<file path="src/verilog/xbar_pkg.sv">
package xbar_pkg;

    // Width of the AXI RRESP field
    localparam int RESP_W = 2;

    // Master currently owning the internal read bus
    typedef enum logic [1:0] {
        GRANT_IDLE = 2'd0,
        GRANT_IFU  = 2'd1,
        GRANT_LSU  = 2'd2
    } grant_t;

    // Slave the internal read bus is steered to
    typedef enum logic [1:0] {
        ROUTE_IDLE  = 2'd0,
        ROUTE_SRAM  = 2'd1,
        ROUTE_CLINT = 2'd2
    } route_t;

endpackage
</file>
<file path="src/verilog/cpu_read_xbar.sv">
`timescale 1ns/1ns

module cpu_read_xbar
    import xbar_pkg::*;
#(
    parameter int                ADDR_W     = 32,
    parameter int                DATA_W     = 32,
    parameter int                LEN_W      = 8,
    parameter logic [ADDR_W-1:0] CLINT_BASE = 32'h0200_0000,
    parameter logic [ADDR_W-1:0] CLINT_LAST = 32'h0200_ffff
) (
    input  logic              clock,
    input  logic              RESETN,

    input  logic [ADDR_W-1:0] ifu_araddr,
    input  logic [LEN_W-1:0]  ifu_arlen,
    input  logic              ifu_arvalid,
    output logic              ifu_arready,
    output logic [DATA_W-1:0] ifu_rdata,
    output logic [RESP_W-1:0] ifu_rresp,
    output logic              ifu_rlast,
    output logic              ifu_rvalid,
    input  logic              ifu_rready,

    input  logic [ADDR_W-1:0] lsu_araddr,
    input  logic [LEN_W-1:0]  lsu_arlen,
    input  logic              lsu_arvalid,
    output logic              lsu_arready,
    output logic [DATA_W-1:0] lsu_rdata,
    output logic [RESP_W-1:0] lsu_rresp,
    output logic              lsu_rlast,
    output logic              lsu_rvalid,
    input  logic              lsu_rready,

    output logic [ADDR_W-1:0] sram_araddr,
    output logic [LEN_W-1:0]  sram_arlen,
    output logic              sram_arvalid,
    input  logic              sram_arready,
    input  logic [DATA_W-1:0] sram_rdata,
    input  logic [RESP_W-1:0] sram_rresp,
    input  logic              sram_rlast,
    input  logic              sram_rvalid,
    output logic              sram_rready,

    output logic [ADDR_W-1:0] clint_araddr,
    output logic [LEN_W-1:0]  clint_arlen,
    output logic              clint_arvalid,
    input  logic              clint_arready,
    input  logic [DATA_W-1:0] clint_rdata,
    input  logic [RESP_W-1:0] clint_rresp,
    input  logic              clint_rlast,
    input  logic              clint_rvalid,
    output logic              clint_rready
);

    // Shared internal read bus
    logic [ADDR_W-1:0] cpu_araddr;
    logic [LEN_W-1:0]  cpu_arlen;
    logic              cpu_arvalid;
    logic              cpu_arready;
    logic [DATA_W-1:0] cpu_rdata;
    logic [RESP_W-1:0] cpu_rresp;
    logic              cpu_rlast;
    logic              cpu_rvalid;
    logic              cpu_rready;
    logic              burst_done;

    master_arbiter #(
        .ADDR_W (ADDR_W),
        .DATA_W (DATA_W),
        .LEN_W  (LEN_W)
    ) u_arbiter (
        .*
    );

    slave_router #(
        .ADDR_W     (ADDR_W),
        .DATA_W     (DATA_W),
        .LEN_W      (LEN_W),
        .CLINT_BASE (CLINT_BASE),
        .CLINT_LAST (CLINT_LAST)
    ) u_router (
        .*
    );

endmodule

</file>
<file path="src/verilog/slave_router.sv">
`timescale 1ns/1ns

module slave_router
    import xbar_pkg::*;
#(
    parameter int              ADDR_W     = 32,
    parameter int              DATA_W     = 32,
    parameter int              LEN_W      = 8,
    parameter logic [ADDR_W-1:0] CLINT_BASE = 32'h0200_0000,
    parameter logic [ADDR_W-1:0] CLINT_LAST = 32'h0200_ffff
) (
    input  logic              clock,
    input  logic              RESETN,

    input  logic [ADDR_W-1:0] cpu_araddr,
    input  logic [LEN_W-1:0]  cpu_arlen,
    input  logic              cpu_arvalid,
    output logic              cpu_arready,
    output logic [DATA_W-1:0] cpu_rdata,
    output logic [RESP_W-1:0] cpu_rresp,
    output logic              cpu_rlast,
    output logic              cpu_rvalid,
    input  logic              cpu_rready,

    output logic              burst_done,

    output logic [ADDR_W-1:0] sram_araddr,
    output logic [LEN_W-1:0]  sram_arlen,
    output logic              sram_arvalid,
    input  logic              sram_arready,
    input  logic [DATA_W-1:0] sram_rdata,
    input  logic [RESP_W-1:0] sram_rresp,
    input  logic              sram_rlast,
    input  logic              sram_rvalid,
    output logic              sram_rready,

    output logic [ADDR_W-1:0] clint_araddr,
    output logic [LEN_W-1:0]  clint_arlen,
    output logic              clint_arvalid,
    input  logic              clint_arready,
    input  logic [DATA_W-1:0] clint_rdata,
    input  logic [RESP_W-1:0] clint_rresp,
    input  logic              clint_rlast,
    input  logic              clint_rvalid,
    output logic              clint_rready
);

    route_t route;
    logic   in_clint;
    logic   sram_sel;
    logic   clint_sel;

    // Inclusive window decode
    assign in_clint = (cpu_araddr >= CLINT_BASE) && (cpu_araddr <= CLINT_LAST);

    always_ff @(posedge clock or negedge RESETN) begin
        if (!RESETN) begin
            route <= ROUTE_IDLE;
        end else begin
            case (route)
                ROUTE_IDLE: begin
                    if (cpu_arvalid) begin
                        route <= in_clint ? ROUTE_CLINT : ROUTE_SRAM;
                    end
                end
                ROUTE_SRAM, ROUTE_CLINT: begin
                    if (burst_done) begin
                        route <= ROUTE_IDLE;
                    end
                end
                default: route <= ROUTE_IDLE;
            endcase
        end
    end

    assign sram_sel  = (route == ROUTE_SRAM);
    assign clint_sel = (route == ROUTE_CLINT);

    // Requests reach the routed slave only
    assign sram_araddr   = sram_sel  ? cpu_araddr  : '0;
    assign sram_arlen    = sram_sel  ? cpu_arlen   : '0;
    assign sram_arvalid  = sram_sel  ? cpu_arvalid : 1'b0;
    assign sram_rready   = sram_sel  ? cpu_rready  : 1'b0;

    assign clint_araddr  = clint_sel ? cpu_araddr  : '0;
    assign clint_arlen   = clint_sel ? cpu_arlen   : '0;
    assign clint_arvalid = clint_sel ? cpu_arvalid : 1'b0;
    assign clint_rready  = clint_sel ? cpu_rready  : 1'b0;

    // Return path is zero while idle
    always_comb begin
        cpu_arready = 1'b0;
        cpu_rdata   = '0;
        cpu_rresp   = '0;
        cpu_rlast   = 1'b0;
        cpu_rvalid  = 1'b0;
        if (sram_sel) begin
            cpu_arready = sram_arready;
            cpu_rdata   = sram_rdata;
            cpu_rresp   = sram_rresp;
            cpu_rlast   = sram_rlast;
            cpu_rvalid  = sram_rvalid;
        end else if (clint_sel) begin
            cpu_arready = clint_arready;
            cpu_rdata   = clint_rdata;
            cpu_rresp   = clint_rresp;
            cpu_rlast   = clint_rlast;
            cpu_rvalid  = clint_rvalid;
        end
    end

    // Final beat accepted by the master
    assign burst_done = cpu_rvalid && cpu_rlast && cpu_rready;

endmodule

</file>
<file path="src/verilog/master_arbiter.sv">
`timescale 1ns/1ns

module master_arbiter
    import xbar_pkg::*;
#(
    parameter int ADDR_W = 32,
    parameter int DATA_W = 32,
    parameter int LEN_W  = 8
) (
    input  logic              clock,
    input  logic              RESETN,

    input  logic [ADDR_W-1:0] ifu_araddr,
    input  logic [LEN_W-1:0]  ifu_arlen,
    input  logic              ifu_arvalid,
    output logic              ifu_arready,
    output logic [DATA_W-1:0] ifu_rdata,
    output logic [RESP_W-1:0] ifu_rresp,
    output logic              ifu_rlast,
    output logic              ifu_rvalid,
    input  logic              ifu_rready,

    input  logic [ADDR_W-1:0] lsu_araddr,
    input  logic [LEN_W-1:0]  lsu_arlen,
    input  logic              lsu_arvalid,
    output logic              lsu_arready,
    output logic [DATA_W-1:0] lsu_rdata,
    output logic [RESP_W-1:0] lsu_rresp,
    output logic              lsu_rlast,
    output logic              lsu_rvalid,
    input  logic              lsu_rready,

    output logic [ADDR_W-1:0] cpu_araddr,
    output logic [LEN_W-1:0]  cpu_arlen,
    output logic              cpu_arvalid,
    input  logic              cpu_arready,
    input  logic [DATA_W-1:0] cpu_rdata,
    input  logic [RESP_W-1:0] cpu_rresp,
    input  logic              cpu_rlast,
    input  logic              cpu_rvalid,
    output logic              cpu_rready,

    input  logic              burst_done
);

    grant_t grant;
    logic   ifu_sel;
    logic   lsu_sel;

    // ifu wins a tie in idle
    always_ff @(posedge clock or negedge RESETN) begin
        if (!RESETN) begin
            grant <= GRANT_IDLE;
        end else begin
            case (grant)
                GRANT_IDLE: begin
                    if (ifu_arvalid) begin
                        grant <= GRANT_IFU;
                    end else if (lsu_arvalid) begin
                        grant <= GRANT_LSU;
                    end
                end
                GRANT_IFU, GRANT_LSU: begin
                    if (burst_done) begin
                        grant <= GRANT_IDLE;
                    end
                end
                default: grant <= GRANT_IDLE;
            endcase
        end
    end

    assign ifu_sel = (grant == GRANT_IFU);
    assign lsu_sel = (grant == GRANT_LSU);

    // Owner drives the internal AR channel and rready
    always_comb begin
        cpu_araddr  = '0;
        cpu_arlen   = '0;
        cpu_arvalid = 1'b0;
        cpu_rready  = 1'b0;
        if (ifu_sel) begin
            cpu_araddr  = ifu_araddr;
            cpu_arlen   = ifu_arlen;
            cpu_arvalid = ifu_arvalid;
            cpu_rready  = ifu_rready;
        end else if (lsu_sel) begin
            cpu_araddr  = lsu_araddr;
            cpu_arlen   = lsu_arlen;
            cpu_arvalid = lsu_arvalid;
            cpu_rready  = lsu_rready;
        end
    end

    // Responses go back to the owner only
    assign ifu_arready = ifu_sel ? cpu_arready : 1'b0;
    assign ifu_rdata   = ifu_sel ? cpu_rdata   : '0;
    assign ifu_rresp   = ifu_sel ? cpu_rresp   : '0;
    assign ifu_rlast   = ifu_sel ? cpu_rlast   : 1'b0;
    assign ifu_rvalid  = ifu_sel ? cpu_rvalid  : 1'b0;

    assign lsu_arready = lsu_sel ? cpu_arready : 1'b0;
    assign lsu_rdata   = lsu_sel ? cpu_rdata   : '0;
    assign lsu_rresp   = lsu_sel ? cpu_rresp   : '0;
    assign lsu_rlast   = lsu_sel ? cpu_rlast   : 1'b0;
    assign lsu_rvalid  = lsu_sel ? cpu_rvalid  : 1'b0;

endmodule

</file>
<file path="config.mk">
export PLATFORM = sky130hd
export DESIGN_NAME = cpu_read_xbar
export DESIGN_NICKNAME = d
export VERILOG_FILES = /design/src/verilog/xbar_pkg.sv /design/src/verilog/cpu_read_xbar.sv /design/src/verilog/slave_router.sv /design/src/verilog/master_arbiter.sv
export SDC_FILE = /design/constraint.sdc
export NUM_CORES = 1
export LEC_CHECK = 0
export BUFFER_PORTS_ARGS = -buffer_cell sky130_fd_sc_hd__buf_4
export CORE_AREA = 2 2 124 126
export CTS_CLUSTER_DIAMETER = 40
export DETAILED_ROUTE_END_ITERATION = 6
export DIE_AREA = 0 0 126 128
export MAX_ROUTING_LAYER = met4
export PLACE_DENSITY = 0.45
export SYNTH_ARGS = -nofsm -noshare
export SYNTH_HDL_FRONTEND = slang
export SYNTH_SLANG_ARGS = --single-unit
</file>
<file path="constraint.sdc">
create_clock -name clock -period 2.1 [get_ports clock]
set_input_delay 0.105 -clock clock [delete_from_list [all_inputs] [get_ports clock]]
set_output_delay 0.105 -clock clock [all_outputs]
set_load 0.1 [all_outputs]
</file>
==> flow_summary.yaml <==
drt:
  drtIter0Drc: 94
  avgRoutedWirePerCell_um: 18.9
  wirelength_um: 15700
  ant_nets: 0
  vias_per_cell: 4.61
  vias: 3815
  dr.pass1.iters: 4
  drc_errors: 0
pwr:
  ir_drop_mv: 0.874
  p_leak_nw: 2.81
  switchingPower_mw: 4.71
  report.power.total_mw: 7.70
  switching_share_pct: 61.1
  seqPwrFrac_pct: 1.7
  combPwrFrac_pct: 94.4
  clock_power_share_pct: 3.9
  power.density_mw_per_mm2: 1060
  p_int_mw: 3.00
synthesis:
  synth_area_per_cell_um2: 6.78
  syn_nets: 491
  yosys_register_bits: 4
  syn-instance-count: 325
  synth.cell_area_mm2: 0.00220
  ys_types: 30
  yosys_warnings: 0
  seq_area_frac_synth_pct: 4.54
floorplanning:
  die_h_um: 128
  rows: 45
  initial_utilization_pct: 14.8
  ios: 318
  coreArea_mm2: 0.0149
  dieWidth_um: 126
  die_area_mm2: 0.0161
place:
  dp_hpwl_um: 11900
  globalplace.congestion: 0.849
  dpl-instance-area_mm2: 0.00606
  place_inst: 813
  io_buffers: 317
  pre_cts_slack_ns: 0.135
setup_path:
  required_ns: 2.00
  cp-start-kind: "register"
  crit_type: "register to primary output"
  end_kind: "primary output"
  worst_ep_arrival_time_ns: 1.98
  crit_fanout: 6
sta:
  finalSetupViolCount: 0
  final_max_slew_viol_count: 0
  skew_ns: 0.00251
  maxSlewHeadroom_pct: 66.6
  setup_tns_ns: 0
  final.min_clock_period_ns: 2.09
  hold_violations: 0
  layout_setup_ws_ns: 0.0141
  tightest_slew_ns: 0.501
  rsz0062_at_grt: "yes"
  holdWs_ns: 0.187
  fmax_mhz: 479
  period_share_pct: 99.3
cells_and_area:
  final_common_cell: "buf_4"
  area_delta_synth_final_pct: 229
  layout_common_cells: "buf_4, nor2b_4, a22oi_2"
  post-route-util_pct: 48.8
  fillers: 1362
  multi_input_area_mm2: 0.00336
  nets: 808
  seqCellArea_um2: 101
  instances_no_fill: 828
  drive_gt1_share_pct: 88.8
  diodes: 0
  finalInstanceArea_mm2: 0.00725
cts:
  cts_sinks: 4
  cts_buffers: 3
  clock_path_buffers: 2
  htree_num_levels: 1
  cts-root-buf: "clkbuf_16"
  insertion_delay_ns: 0.23
  clk_pin_slew_worst_paths_ns: 0.03
  cts_tree: "built"
global_routing:
  overflow: 0
  antenna_found_initial: 0
  grt_pass1_wl_um: 21600
  grt_max_degree: 45
  grtUsageTotal_pct: 17.2
  grt_pass1_vias: 3875
outcome:
  status: "completed"
hold_path:
  hp-class: "input pin to register"
job:
  max-cap-violations: 0
[registers in the layout, summed over array words and instances, names as in the netlist]
register         count
u_router.route       2
u_arbiter.grant      2
[worst max-delay path, stage by stage (launching register included)]
cell and delay, ns:
dfrtp_1 0.38, inv_1 0.12, ha_4 0.21, nor2b_4 0.07, buf_12 0.13, clkbuf_16 0.15, a22oi_1 0.38, nor2b_4 0.06
buf_4 0.24
[cells in the mapped netlist (all sizes together)]
library cell | n | area share [%]
a21oi | 2 | 0.45
nand4b | 1 | 1.1
clkbuf | 20 | 3.4
buf | 16 | 3.7
nand4 | 2 | 0.57
o2bb2a | 1 | 0.45
and3 | 2 | 0.57
a211oi | 1 | 0.34
a211o | 2 | 0.79
o211ai | 1 | 0.34
ha | 6 | 3.4
a32o | 1 | 0.45
a222oi | 1 | 0.45
nand2 | 5 | 0.85
nand3 | 3 | 0.68
nand2b | 1 | 0.28
nor3 | 2 | 0.45
nand3b | 1 | 0.91
inv | 6 | 1.0
dfrtp | 4 | 4.5
nor2 | 1 | 0.17
a22o | 3 | 1.6
nor4 | 6 | 1.7
nor2b | 158 | 45
and2 | 3 | 0.85
a22oi | 76 | 26
[routing by layer]
| metal | part of all wire [%] | global-route usage, % | up-vias |
|---|---|---|---|
| met3 | 7.5 | 3.30 | 6 |
| met4 | 0.48 | 2.33 | 0 |
| met2 | 56 | 32.0 | 199 |
| met1 | 36 | 19.5 | 1828 |
| met5 | 0 | - | - |
| li1 | - | - | 1782 |
[logic make-up after synthesis]
group	synth area share, %
DFF	4.54
buffers and inverters	8.12
AOI/OAI and AO/OA	31.0
and+or+nand+nor	53.0
adders and majority gates	3.41
[power by group through the flow]
stage | registers, mW | clock network [mW] | logic [mW]
final | 0.132 | 0.302 | 7.27
after global routing | 0.135 | 0.313 | 7.57
after CTS | 0.136 | 0.305 | 6.77
after detailed placement | 0.137 | 0 | 6.61
after global placement | 0.134 | 0 | 6.56
after floorplan | 0.122 | 0 | 5.14
[area by class of cell]
class | count | share of cell area (%)
multi-input cells | 279 | 46.3
flip-flops and latches | 4 | 1.40
clock buffers | 3 | 1.04
inverters | 6 | 0.311
repair buffers | 348 | 47.7
well taps | 188 | 3.25
[what timing repair did]
action                                  4_1_cts  5_1_grt
gates cloned                                  0        7
pin swaps                                     0        3
endpoints found under the hold margin         4        0
endpoints found under the setup margin       94      133
setup buffers                                 0        4
resized for setup                            43      171
hold buffers                                  1        0
[path summary, 6_finish.rpt]
path	start	end	slack, ns	cells past startpoint
hold reg to reg	u_arbiter.grant[1]$_DFFE_PN0P_	u_arbiter.grant[1]$_DFFE_PN0P_	0.53	1
setup / recovery	u_arbiter.grant[1]$_DFFE_PN0P_	sram_araddr[27]	0.01	8
max in group asynchronous	RESETN	u_router.route[0]$_DFFE_PN0P_	1.76	2
setup reg to reg	u_arbiter.grant[0]$_DFFE_PN0P_	u_router.route[0]$_DFFE_PN0P_	0.13	9
min in group asynchronous	RESETN	u_router.route[1]$_DFFE_PN0P_	0.22	2
hold / removal	ifu_arvalid	u_arbiter.grant[0]$_DFFE_PN0P_	0.19	2
(Power assumes the default switching activity.)
